`src/hdl/nfcCommandPkg.sv`:
```
`default_nettype none

package nfcCommandPkg;

    // widest way vector any build may select
    localparam int maxWays = 8;

    // host command as latched at acceptance
    typedef struct packed {
        logic [4:0]         option;
        logic [15:0]        length;
        logic [15:0]        colAddress;
        logic [23:0]        rowAddress;
        logic [maxWays-1:0] way;
    } hostCommandT;

    // low two option bits pick the program flavour
    localparam logic [1:0] optionCache      = 2'b01;
    localparam logic [1:0] optionMultiplane = 2'b10;

    // flash opcodes
    localparam logic [7:0] setupOpcode       = 8'h80;
    localparam logic [7:0] confirmPlain      = 8'h10;
    localparam logic [7:0] confirmCache      = 8'h15;
    localparam logic [7:0] confirmMultiplane = 8'h11;

    typedef enum logic [2:0] {
        phaseIdle         = 3'd0,
        phaseCmdLatch     = 3'd1,
        phaseSetupIssue   = 3'd2,
        phaseAddrIssue    = 3'd3,
        phaseDataIssue    = 3'd4,
        phaseConfirmIssue = 3'd5
    } programPhaseT;

    // ones in the lower count bits
    function automatic logic [maxWays-1:0] wayMask(input int count);
        logic [maxWays-1:0] mask;
        mask = '0;
        for (int i = 0; i < maxWays; i++) begin
            if (i < count) begin
                mask[i] = 1'b1;
            end
        end
        return mask;
    endfunction

endpackage

`default_nettype wire

```
`src/hdl/nfcPrimitivePkg.sv`:
```
`default_nettype none

package nfcPrimitivePkg;

    // one bit per primitive, also used for the done vector
    typedef logic [7:0] stepMaskT;

    localparam stepMaskT stepNone           = 8'b0000_0000;
    localparam stepMaskT stepCommandAddress = 8'b0000_1000;
    localparam stepMaskT stepDataOut        = 8'b0000_0100;

    // address phase length as the primitive counts it
    localparam logic [15:0] addressByteCount = 16'd4;

    // command cycle: opcode in the top byte
    typedef struct packed {
        logic [7:0]  opcode;
        logic [31:0] reserved;
    } caCommandT;

    // address cycles, first byte on the bus in the top byte
    typedef struct packed {
        logic [7:0] colLow;
        logic [7:0] colHigh;
        logic [7:0] rowLow;
        logic [7:0] rowMid;
        logic [7:0] rowHigh;
    } caAddressT;

    // CA word, view chosen by caSelect
    typedef union packed {
        caCommandT commandView;
        caAddressT addressView;
    } caWordU;

    typedef struct packed {
        stepMaskT    command;
        logic [7:0]  targetWay;
        logic [15:0] numOfData;
        logic        caSelect;
        caWordU      caData;
    } acgRequestT;

    // nothing issued, command cycle selected
    localparam acgRequestT requestIdle = '{
        command:   stepNone,
        targetWay: 8'h00,
        numOfData: 16'h0000,
        caSelect:  1'b1,
        caData:    40'h00_0000_0000
    };

endpackage

`default_nettype wire

```
`src/hdl/programCommandLatch.sv`:
```
`timescale 1ns/1ps
`default_nettype none

module programCommandLatch
    import nfcCommandPkg::*;
#(
    parameter int         numberOfWays = 4,
    parameter logic [5:0] commandId    = 6'b000011
) (
    input  wire               iSystemClock,
    input  wire               reset,

    input  wire  [5:0]        opcode,
    input  wire               cmdValid,
    input  wire  hostCommandT command,
    output logic              cmdReady,

    // sequencer can take a new command
    input  wire               idle,

    output logic              accept,
    output logic              transValid,
    output hostCommandT       latched
);

    logic opcodeMatch;

    assign opcodeMatch = (opcode == commandId);

    // ready follows the sequencer, other opcodes just wait
    assign cmdReady = idle;
    assign accept   = cmdValid & cmdReady & opcodeMatch;

    // one cycle pulse after the accepting edge
    always_ff @(posedge iSystemClock) begin
        if (reset) begin
            transValid <= 1'b0;
        end else begin
            transValid <= accept;
        end
    end

    // fields are held for the whole command
    always_ff @(posedge iSystemClock) begin
        if (accept) begin
            latched.option     <= command.option;
            latched.length     <= command.length;
            latched.colAddress <= command.colAddress;
            latched.rowAddress <= command.rowAddress;
            // ways above numberOfWays stay clear
            latched.way        <= command.way & wayMask(numberOfWays);
        end
    end

endmodule

`default_nettype wire

```
`src/hdl/programStepSequencer.sv`:
```
`timescale 1ns/1ps
`default_nettype none

module programStepSequencer
    import nfcCommandPkg::*;
    import nfcPrimitivePkg::*;
(
    input  wire          iSystemClock,
    input  wire          reset,

    input  wire          accept,
    input  wire          stepMaskT acgLastStep,

    output logic         idle,
    output programPhaseT nextPhase,
    output logic         lastStep
);

    programPhaseT phase;
    logic         commandAddressDone;
    logic         dataOutDone;

    // done pulses of the two primitives in use
    assign commandAddressDone = |(acgLastStep & stepCommandAddress);
    assign dataOutDone        = |(acgLastStep & stepDataOut);

    always_comb begin
        nextPhase = phase;
        case (phase)
            phaseIdle: begin
                if (accept) begin
                    nextPhase = phaseCmdLatch;
                end
            end
            phaseCmdLatch: begin
                nextPhase = phaseSetupIssue;
            end
            phaseSetupIssue: begin
                if (commandAddressDone) begin
                    nextPhase = phaseAddrIssue;
                end
            end
            phaseAddrIssue: begin
                if (commandAddressDone) begin
                    nextPhase = phaseDataIssue;
                end
            end
            phaseDataIssue: begin
                if (dataOutDone) begin
                    nextPhase = phaseConfirmIssue;
                end
            end
            phaseConfirmIssue: begin
                // the confirm command finishes the page program
                if (commandAddressDone) begin
                    nextPhase = phaseIdle;
                end
            end
            default: begin
                nextPhase = phaseIdle;
            end
        endcase
    end

    always_ff @(posedge iSystemClock) begin
        if (reset) begin
            phase    <= phaseIdle;
            lastStep <= 1'b0;
        end else begin
            phase    <= nextPhase;
            lastStep <= (phase == phaseConfirmIssue) & commandAddressDone;
        end
    end

    // not ready again until the last step pulse is over
    assign idle = (phase == phaseIdle) & ~lastStep;

endmodule

`default_nettype wire

```
`src/hdl/acgRequestBuilder.sv`:
```
`timescale 1ns/1ps
`default_nettype none

module acgRequestBuilder
    import nfcCommandPkg::*;
    import nfcPrimitivePkg::*;
#(
    parameter int numberOfWays = 4
) (
    input  wire          iSystemClock,
    input  wire          reset,

    input  programPhaseT nextPhase,
    input  wire          hostCommandT latched,

    output acgRequestT   acgRequest
);

    acgRequestT requestNext;
    logic [7:0] confirmOpcode;
    logic [7:0] activeWay;

    // confirm flavour from the low option bits
    always_comb begin
        case (latched.option[1:0])
            optionCache:      confirmOpcode = confirmCache;
            optionMultiplane: confirmOpcode = confirmMultiplane;
            default:          confirmOpcode = confirmPlain;
        endcase
    end

    assign activeWay = latched.way & wayMask(numberOfWays);

    always_comb begin
        requestNext           = requestIdle;
        // way is kept between commands
        requestNext.targetWay = acgRequest.targetWay;
        case (nextPhase)
            phaseSetupIssue: begin
                requestNext.command                    = stepCommandAddress;
                requestNext.targetWay                  = activeWay;
                requestNext.caSelect                   = 1'b1;
                requestNext.caData.commandView.opcode   = setupOpcode;
                requestNext.caData.commandView.reserved = '0;
            end
            phaseAddrIssue: begin
                requestNext.command   = stepCommandAddress;
                requestNext.targetWay = activeWay;
                requestNext.numOfData = addressByteCount;
                requestNext.caSelect  = 1'b0;
                // column first, low byte leading
                requestNext.caData.addressView.colLow  = latched.colAddress[7:0];
                requestNext.caData.addressView.colHigh = latched.colAddress[15:8];
                requestNext.caData.addressView.rowLow  = latched.rowAddress[7:0];
                requestNext.caData.addressView.rowMid  = latched.rowAddress[15:8];
                requestNext.caData.addressView.rowHigh = latched.rowAddress[23:16];
            end
            phaseDataIssue: begin
                requestNext.command   = stepDataOut;
                requestNext.targetWay = activeWay;
                requestNext.numOfData = latched.length;
                requestNext.caSelect  = 1'b0;
            end
            phaseConfirmIssue: begin
                requestNext.command                    = stepCommandAddress;
                requestNext.targetWay                  = activeWay;
                requestNext.caSelect                   = 1'b1;
                requestNext.caData.commandView.opcode   = confirmOpcode;
                requestNext.caData.commandView.reserved = '0;
            end
            default: begin
                // idle and latch cycles issue nothing
                requestNext.command = stepNone;
            end
        endcase
    end

    always_ff @(posedge iSystemClock) begin
        if (reset) begin
            acgRequest <= requestIdle;
        end else begin
            acgRequest <= requestNext;
        end
    end

endmodule

`default_nettype wire

```
`src/hdl/nfcProgramPageTop.sv`:
```
`timescale 1ns/1ps
`default_nettype none

module nfcProgramPageTop
    import nfcCommandPkg::*;
    import nfcPrimitivePkg::*;
#(
    parameter int         numberOfWays = 4,
    parameter logic [5:0] commandId    = 6'b000011
) (
    input  wire               iSystemClock,
    input  wire               reset,

    // host command port
    input  wire  [5:0]        opcode,
    input  wire               cmdValid,
    input  wire  hostCommandT command,
    output logic              cmdReady,
    output logic              transValid,
    output logic              lastStep,

    // primitive port
    output acgRequestT        acgRequest,
    input  wire  stepMaskT    acgLastStep
);

    logic         accept;
    logic         sequencerIdle;
    programPhaseT nextPhase;
    hostCommandT  latched;

    programCommandLatch #(
        .numberOfWays (numberOfWays),
        .commandId    (commandId)
    ) commandLatch (
        .iSystemClock (iSystemClock),
        .reset        (reset),
        .opcode       (opcode),
        .cmdValid     (cmdValid),
        .command      (command),
        .cmdReady     (cmdReady),
        .idle         (sequencerIdle),
        .accept       (accept),
        .transValid   (transValid),
        .latched      (latched)
    );

    programStepSequencer stepSequencer (
        .iSystemClock (iSystemClock),
        .reset        (reset),
        .accept       (accept),
        .acgLastStep  (acgLastStep),
        .idle         (sequencerIdle),
        .nextPhase    (nextPhase),
        .lastStep     (lastStep)
    );

    acgRequestBuilder #(
        .numberOfWays (numberOfWays)
    ) requestBuilder (
        .iSystemClock (iSystemClock),
        .reset        (reset),
        .nextPhase    (nextPhase),
        .latched      (latched),
        .acgRequest   (acgRequest)
    );

endmodule

`default_nettype wire

```
`config.mk`:
```
export PLATFORM = sky130hd
export DESIGN_NAME = nfcProgramPageTop
export DESIGN_NICKNAME = d
export VERILOG_FILES = /design/src/hdl/nfcCommandPkg.sv /design/src/hdl/nfcPrimitivePkg.sv /design/src/hdl/programCommandLatch.sv /design/src/hdl/programStepSequencer.sv /design/src/hdl/acgRequestBuilder.sv /design/src/hdl/nfcProgramPageTop.sv
export SDC_FILE = /design/constraint.sdc
export NUM_CORES = 1
export LEC_CHECK = 0
export BUFFER_PORTS_ARGS = -buffer_cell sky130_fd_sc_hd__buf_4
export CAP_MARGIN = 20
export CORE_AREA = 2 2 119 121
export DETAILED_ROUTE_END_ITERATION = 6
export DIE_AREA = 0 0 121 123
export GPL_TIMING_DRIVEN = 0
export HOLD_SLACK_MARGIN = 0.15
export SYNTH_ARGS = -nofsm -noshare
export SYNTH_HDL_FRONTEND = slang
export SYNTH_SLANG_ARGS = --single-unit
```
`constraint.sdc`:
```
create_clock -name iSystemClock -period 3.2 [get_ports iSystemClock]
set_clock_uncertainty 0.15 [all_clocks]
set_input_delay 0.16 -clock iSystemClock [delete_from_list [all_inputs] [get_ports iSystemClock]]
set_output_delay 0.16 -clock iSystemClock [all_outputs]
set_load 0.03 [all_outputs]
```
After elaboration in Yosys (flattened, before gate mapping):

Index checks and enable logic that the tools add are counted.

* register bits: 136
* output and inout bits: 76
* word-level logic and storage cells: 45

* mux-type cells: 11
* bitwise gates (word level): 5
* equality and inequality tests: 12
* reductions and logical operators: 4

Operators with widths (number)
* $pmux 40 s3: 1
* $pmux 16 s2: 1
* $pmux 3 s6: 1
* $mux 3: 5
* $eq 3x2->1 const B: 4
* $eq 3x3->1 const B: 4
* $pmux 4 s2: 1
* $eq 6x2->1 const B: 1
* $pmux 3 s2: 1
* $and 1x1->1: 4
* $reduce_or 4->1: 1
* $eq 3x1->1 const B: 1
* $logic_not 3->1: 1
* $reduce_or 3->1: 1
* $eq 2x1->1 const B: 1
* $eq 2x2->1 const B: 1
* $reduce_or 2->1: 1
* $mux 1: 1
* $not 1->1: 1

Longest topological paths before layout:

Gate-level depths: netlist of the first run.

* word-level depth: 9
* gate-level depth with buffers: 6
* gate-level depth less buffers: 5

Hierarchy:

Synthesis of the first run repeated with hierarchy kept, for this count alone.

* cells, all modules: 270
* area, all modules: 4320.4 µm²

By module, submodules not included
* acgRequestBuilder: instances 1, cells an instance 169, seq. area each 1261.2 µm², area an instance 2052.0 µm²
* programCommandLatch: instances 1, cells an instance 76, seq. area each 1971.9 µm², area an instance 2044.5 µm²
* programStepSequencer: instances 1, cells an instance 25, seq. area each 80.1 µm², area an instance 224.0 µm²

Worst setup path before layout of the first run:

Ideal clock, no wire load.

* path type: register -> register
* from: register stepSequencer.phase[0]
* to: register requestBuilder.acgRequest[41] (netlist name)
* buffers on the path: 2
* data required time: 2935 ps
* setup slack: 275 ps
* library setup time: 115 ps
* clock period less this slack: 2925 ps
* cell stages (with the launch flop): 7
* arrival: 2659 ps
* cell sequence: dfxtp_1 > nor4_2 > and3_1 > buf_2 > nor3_1 > clkbuf_1 > and3_1

* longest elaborated chain between the ends: 8
* elaborated cells on any way between the ends: 18

RTL lines
* from (decl): line programStepSequencer.sv:19 `programPhaseT phase;`
* from (signal assigned): line programStepSequencer.sv:67 `phase <= phaseIdle;`
* from (signal assigned): line programStepSequencer.sv:70 `phase <= nextPhase;`
* $logic_not 3->1 *: line programStepSequencer.sv:76 `assign idle = (phase == phaseIdle) & ~lastStep;`
* $and 1x1->1 *: line programStepSequencer.sv:76
* named net cmdReady: line nfcProgramPageTop.sv:18 `output logic cmdReady,`
* $and 1x1->1 * (2 in a row): line programCommandLatch.sv:32 `assign accept = cmdValid & cmdReady & opcodeMatch;`
* named net accept: line nfcProgramPageTop.sv:27 `logic accept;`
* $mux 3 *: line programStepSequencer.sv:31 `if (accept) begin`
* $pmux 3 s6 *: line programStepSequencer.sv:29 `case (phase)`
* $eq 3x3->1 / $eq 3x2->1 (equally long branches): line acgRequestBuilder.sv:38 `case (nextPhase)`
* $pmux 16 s2 *: line acgRequestBuilder.sv:38

Mark *: on every way through the listed nets, which the timed path passes. The rest lies on a longest branch.
A chain may end at the register's enable or synchronous reset.

Worst setup path in the final report of the first run:

* from: register stepSequencer.phase[0]
* to: register requestBuilder.acgRequest[56] (netlist name)

* longest elaborated chain between the ends: 8
* elaborated cells on any way between the ends: 18

RTL lines (line)
* $logic_not 3->1 *: programStepSequencer.sv:76
* $and 1x1->1 *: programStepSequencer.sv:76
* $and 1x1->1 * (2 in a row): programCommandLatch.sv:32
* named net accept: nfcProgramPageTop.sv:27
* $mux 3 *: programStepSequencer.sv:31
* $pmux 3 s6 *: programStepSequencer.sv:29
* $eq 3x3->1 / $eq 3x2->1 (equally long branches): acgRequestBuilder.sv:38
* $pmux 16 s2 *: acgRequestBuilder.sv:38

Marks and branches as above.

==> flow_summary_export.csv, run 1 <==
group,metric,value,unit
synthesis,seq_area_frac_synth,0.803,
timing,setup_tns,0,ps
timing,fin_crit_sh,0.804,
grt,overflow,0,
grt,grt_use_met2,0.203,
floorplan,row_count,43,
synthesis,synthesis.area,4010,um^2
floorplan,die_y,123,um
placement,io_buffers,137,
synthesis,post-synth-top-count-cell,"dfxtp_1",
clock_tree,cts_made_buffers,17,
grt,grt_first_pass_wirelength,13.6,mm
clock_tree,root_buffer,"clkbuf_16",
synthesis,synth_seq_cells,130,
run,cap_violations,0,
timing,setup_viol,0,
grt,use_met1,0.140,
worst_setup_path,r2r_setup_slack,630,ps
power_and_ir_drop,cellPowerDensity,586,nW/um^2
worst_hold_path,hold_path_depth,5,
synthesis,ys_top_cells_by_area,"edfxtp_1 46%, dfxtp_1 34%, and2_1 5.8%",
floorplan,die_w,121,um
grt,grt_use_total,0.124,
timing,rsz0062_at_grt,"no",
timing,slew_viol_final,0,
detailed_routing,drtAntennaViolNets,0,
worst_setup_path,r2r_end,"requestBuilder.acgRequest[56]",
floorplan,coreArea,13600,um^2
synthesis,synth_common_cells,"68 x dfxtp_1, 62 x edfxtp_1, 37 x and2_1",
floorplan,ios,162,
grt,top_usage_layer,"met2",
detailed_routing,dr.pass1.iters,4,
power_and_ir_drop,power.leakage,2.86,nW
status,status,"finished, final reports clean",
clock_tree,cts.sinks,130,
synthesis,synth_cell_types,33,
clock_tree,cts_setup_buffers,0,
synthesis,yosys.area.top_type,"edfxtp_1",
placement,place.gp.congestion,0.716,
finish,fillCellCount,1193,
clock_tree,clk-insertion-delay-late,410,ps
grt,met3_usage,0.0586,
worst_setup_path,cp_max_fo,67,
clock_tree,cts.clk_slew.worst_paths,50,ps
timing,period_minus_slack,2570,ps
detailed_routing,wire_per_inst,12.8,um
synthesis,synth_flop_cell,"dfxtp_1",
detailed_routing,via_count,2638,
timing,slew_headroom,0.426,
worst_hold_path,worstHoldEndpoint,"requestBuilder.acgRequest[34]",
worst_setup_path,crit_type,"flop to flop",
worst_setup_path,arrival,2720,ps
worst_hold_path,min_from,"acgLastStep[2]",
finish,final_layout_size_suffix_gt1_frac,0.370,
synthesis,yosysTopAreaCellShare,0.464,
finish,fin_nets,569,
timing,clock.fmax,389,MHz
detailed_routing,drt_wl_total,8.62,mm
floorplan,dieArea,14900,um^2
detailed_routing,drtIter0Drc,52,
timing,hold-worst-slack,229,ps
worst_setup_path,startpoint_type,"flop",
synthesis,async_reset_ff_frac,0,
worst_setup_path,crit_required,3350,ps
clock_tree,cts_hold_buffers,65,
synthesis,netlist_instances,252,
grt,grt_pass1_vias,2763,
timing,tightest_slew,861,ps
detailed_routing,via_per_inst,3.91,
clock_tree,cts_htree_levels,4,
synthesis,syn_area_per_cell,15.9,um^2
power_and_ir_drop,worst_ir_drop_vdd,302,uV
synthesis,synth_edf_count,62,
placement,dp.final_hpwl,5.50,mm
worst_setup_path,worstReg2RegStart,"stepSequencer.phase[0]",
clock_tree,cts_buffer_depth,2,
finish,antenna_cells,0,
grt,grt_max_degree,68,
worst_setup_path,worstRegToRegCells,6,
finish,area_growth,63.0,%
worst_setup_path,critPathCaptureType,"flop",
detailed_routing,drc,0,
synthesis,ys.warnings.count,0,
worst_hold_path,hold_class,"input port to flop",
timing,hold_viol_final,0,
grt,antenna_found_initial,0,
clock_tree,tritoncts,"done",
clock_tree,cts_resized,0,
floorplan,initial_core_util,0.295,
==> worst max path at each step <==
stage / from / to / slack [ps] / depth (start not counted)
final: stepSequencer.phase[0] / requestBuilder.acgRequest[56] / 630 / 6
after global routing: stepSequencer.phase[0] / requestBuilder.acgRequest[47] / 380 / 6
after CTS: stepSequencer.phase[0] / requestBuilder.acgRequest[56] / 570 / 6
after detailed placement: stepSequencer.phase[0] / requestBuilder.acgRequest[56] / 610 / 6
after global placement: stepSequencer.phase[0] / requestBuilder.acgRequest[54] / 90 / 6
after floorplan: stepSequencer.phase[0] / requestBuilder.acgRequest[41] / 280 / 6
==> flip-flops by register name, summed over array words and instances (netlist names) <==
register and cells:
requestBuilder.acgRequest 63, commandLatch.latched 62, stepSequencer.phase 3, stepSequencer.lastStep 1, commandLatch.transValid 1
==> metrics by stage <==
stage               worst slack [ps]  std cells  power, W  instance area [um^2]  utilization
finish                           626        675   0.00383                  6540        0.480
global route                     384        675   0.00398                  6540        0.480
CTS                              571        675   0.00387                  6540        0.480
detailed placement               608        578   0.00188                  5300        0.390
global placement                85.5        578   0.00188                  5300        0.389
floorplan                        275        261   0.00181                  4050            -
==> power by group <==
group / switching, W / total [W] / internal, W
combinational: 0.0000505 / 0.000167 / 0.000116
sequential: 0.00000105 / 0.00175 / 0.00175
clock: 0.000655 / 0.00192 / 0.00126
total: 0.000707 / 0.00383 / 0.00312
==> cells by family (layout without fill, tap and decap cells) <==
logic type	after synthesis	count (layout)	share of synthesized area
buffers and inverters	23	257	0.0377
DFF	130	130	0.803
muxes	4	4	0.00998
other	1	10	0.000935
and+or+nand+nor	78	78	0.116
xor gates and xnor gates	1	1	0.00218
adders and majority gates	1	1	0.00312
AOI/OAI and AO/OA	14	14	0.0268
==> placed cells by master (no fill, tap or decap), types with 2 or more instances in the layout <==
master | Yosys | routed
nor2b_1 | 3 | 3
dfxtp_1 | 68 | 68
buf_4 | 10 | 148
conb_1 | 1 | 10
inv_1 | 3 | 3
clkbuf_8 | 0 | 2
a22oi_1 | 2 | 2
mux2i_1 | 4 | 4
o31ai_1 | 2 | 2
nor3_1 | 3 | 3
clkbuf_16 | 0 | 17
edfxtp_1 | 62 | 62
buf_6 | 3 | 3
clkinv_2 | 1 | 5
and3_1 | 16 | 16
buf_2 | 3 | 2
clkbuf_1 | 3 | 9
dlygate4sd3_1 | 0 | 65
and2_1 | 37 | 37
bufinv_16 | 0 | 3
nor2_1 | 9 | 9
nand2_1 | 4 | 4
a21oi_1 | 4 | 4
==> critical path, cell delays in order (launching register included) <==
cell and delay, ps:
dfxtp_1 370, nor4_2 370, and3_1 210, buf_4 660
nor3_1 180, clkbuf_1 250, and3_1 240
==> final cells by class <==
cell class | count | area, um^2 | share of cell area
plain buffers | 19 | 138 | 0.0210
clock buffers | 25 | 475 | 0.0727
clock inverters | 7 | 110 | 0.0168
inverters | 4 | 16.3 | 0.00249
multi-input cells | 108 | 672 | 0.103
flip-flops and latches | 130 | 3220 | 0.493
well taps | 180 | 225 | 0.0344
repair buffers | 202 | 1680 | 0.257
==> routing by layer <==
layer,up-vias,part of all wire
met1,1214,0.41
met4,0,0.015
met5,-,0
met2,101,0.49
li1,1311,-
met3,12,0.080
No activity file was read; power rests on OpenSTA's default activity.
==> inputs of run 2 (changes only) <==
==> constraint.sdc (replaced) <==
create_clock -name iSystemClock -period 2.12 [get_ports iSystemClock]
set_clock_uncertainty 0.15 [all_clocks]
set_input_delay 0.106 -clock iSystemClock [delete_from_list [all_inputs] [get_ports iSystemClock]]
set_output_delay 0.106 -clock iSystemClock [all_outputs]
set_load 0.03 [all_outputs]
==> run 2 against run 1 <==
  * Cell area increased by 0.96%
  * Hold slack lost 37 ps
  * Sequential share of layout area down 0.47 points
  * Wire length rose by 3.0%
  * Power is 49% higher
  * Maximum frequency rose by 29%
  * Largest cell class unchanged
  * Highest routed layer unchanged
==> flow_summary_export.csv, run 2 (synthesized netlist as in run 1, its figures left out) <==
group,metric,value,unit
status,status,"finished, final reports clean",
timing,slew_headroom,0.632,
detailed_routing,drtIter0Drc,101,
finish,fin_nets,570,
finish,largest-register,"requestBuilder.acgRequest",
clock_tree,clk-insertion-delay-late,400,ps
run,cap_violations,0,
detailed_routing,drc,0,
timing,hold_viol_final,0,
placement,place.gp.congestion,0.710,
grt,grt_first_pass_wirelength,13.4,mm
grt,grt_max_degree,68,
detailed_routing,via_count,2647,
worst_setup_path,startpoint_type,"flop",
finish,seqCellArea,3220,um^2
finish,largest_reg_flops,63,
timing,clock.fmax,502,MHz
floorplan,initial_core_util,0.295,
detailed_routing,dr.pass1.iters,4,
clock_tree,cts.clk_slew.worst_paths,50,ps
worst_setup_path,crit_type,"flop to flop",
power_and_ir_drop,power.leakage,2.88,nW
clock_tree,cts_buffer_depth,2,
floorplan,die_w,121,um
finish,area_growth,64.5,%
grt,grt_use_total,0.122,
floorplan,row_count,43,
floorplan,die_y,123,um
detailed_routing,drt_wl_total,8.88,mm
finish,final_common_cell,"buf_4",
finish,final_cell_mix,"147 x buf_4, 68 x dfxtp_1, 65 x dlygate4sd3_1",
placement,io_buffers,137,
finish,antenna_cells,0,
finish,fillCellCount,1205,
finish,post-route-util,0.485,
grt,overflow,0,
finish,largest_registers,"requestBuilder.acgRequest: 63 flops, commandLatch.latched: 62 flops, stepSequencer.phase: 3 flops",
worst_hold_path,hold_class,"input port to flop",
finish,final_layout_size_suffix_gt1_frac,0.379,
worst_setup_path,cp_max_fo,34,
timing,slew_viol_final,0,
placement,dp.final_hpwl,5.41,mm
worst_setup_path,arrival,2130,ps
floorplan,coreArea,13600,um^2
clock_tree,tritoncts,"done",
power_and_ir_drop,finalPower,0.00572,W
grt,antenna_found_initial,0,
clock_tree,cts_setup_buffers,0,
detailed_routing,wire_per_inst,13.1,um
timing,period_minus_slack,1990,ps
clock_tree,cts_made_buffers,17,
finish,multiInputGateArea,696,um^2
worst_setup_path,critPathCaptureType,"flop",
power_and_ir_drop,worst_ir_drop_vdd,519,uV
clock_tree,cts.sinks,130,
grt,grt_pass1_vias,2692,
timing,fin_crit_sh,0.941,
detailed_routing,via_per_inst,3.92,
power_and_ir_drop,cellPowerDensity,867,nW/um^2
timing,setup_tns,0,ps
detailed_routing,drtAntennaViolNets,0,
floorplan,dieArea,14900,um^2
timing,rsz0062_at_grt,"no",
timing,setup_viol,0,
clock_tree,root_buffer,"clkbuf_16",
clock_tree,cts_htree_levels,4,
timing,tightest_slew,549,ps
floorplan,ios,162,
worst_setup_path,crit_required,2260,ps
[run 2: changes by cell type in the layout (fill, tap and decap cells not counted), moves of 2 or more]
cell,change
clkbuf_1,-3
clkbuf_8,-2
clkinv_1,+2
clkinv_4,+2
nor3_1,-2
nor3_2,+2
[run 2: what timing repair did]
action | in CTS | in global routing
hold buffers | 65 | 0
hold endpoints to repair | 71 | 0
gates resized for setup | 0 | 1
setup endpoints to repair | 0 | 47
[run 2: report_power, final]
part	switching, W	internal [W]
combinational	0.0000770	0.000177
sequential	0.00000168	0.00263
clock	0.000998	0.00184
total	0.00108	0.00465
[run 2: critical path, stage by stage (launching register included)]
cell and delay (ps):
dfxtp_1 480, nor4_4 80, and3_4 230, buf_16 180
o31a_4 440, buf_6 150, and2_1 150
[run 2: through the flow]
stage	std cells	cell area [um^2]	setup WS [ps]	hold WS, ps
final	676	6600	126	192
after global routing	676	6600	38.4	201
after CTS	675	6570	25.3	186
after detailed placement	578	5340	42.2	135
after global placement	578	5340	32.5	135
after floorplan	261	4090	15.6	54.9
[run 2: area by class of cell]
cell class                 instances  area share
clock buffer                      21      0.0667
buffer                            19      0.0241
sequential                       130       0.488
multi-input combinational        108       0.105
clock inverter                    11      0.0208
timing repair buffer             203       0.258
tap                              180      0.0341
inverter                           4     0.00246
[run 2: worst paths after layout]
check | slack, ps | start | to | depth (start not counted)
worst min register to register | 290 | commandLatch.latched[45] | requestBuilder.acgRequest[29] | 1
worst min-delay path | 190 | acgLastStep[2] | requestBuilder.acgRequest[32] | 5
worst max-delay path | 130 | stepSequencer.phase[0] | requestBuilder.acgRequest[15] | 6
worst max register to register | 130 | stepSequencer.phase[0] | requestBuilder.acgRequest[15] | 6
[run 2: per-layer routing]
layer | routed length [um] | up-vias | track usage
li1 | - | 1315 | -
met1 | 3780 | 1231 | 0.136
met2 | 4470 | 95 | 0.204
met3 | 550 | 6 | 0.0521
met4 | 74 | 0 | 0.0523
met5 | 0 | - | 0
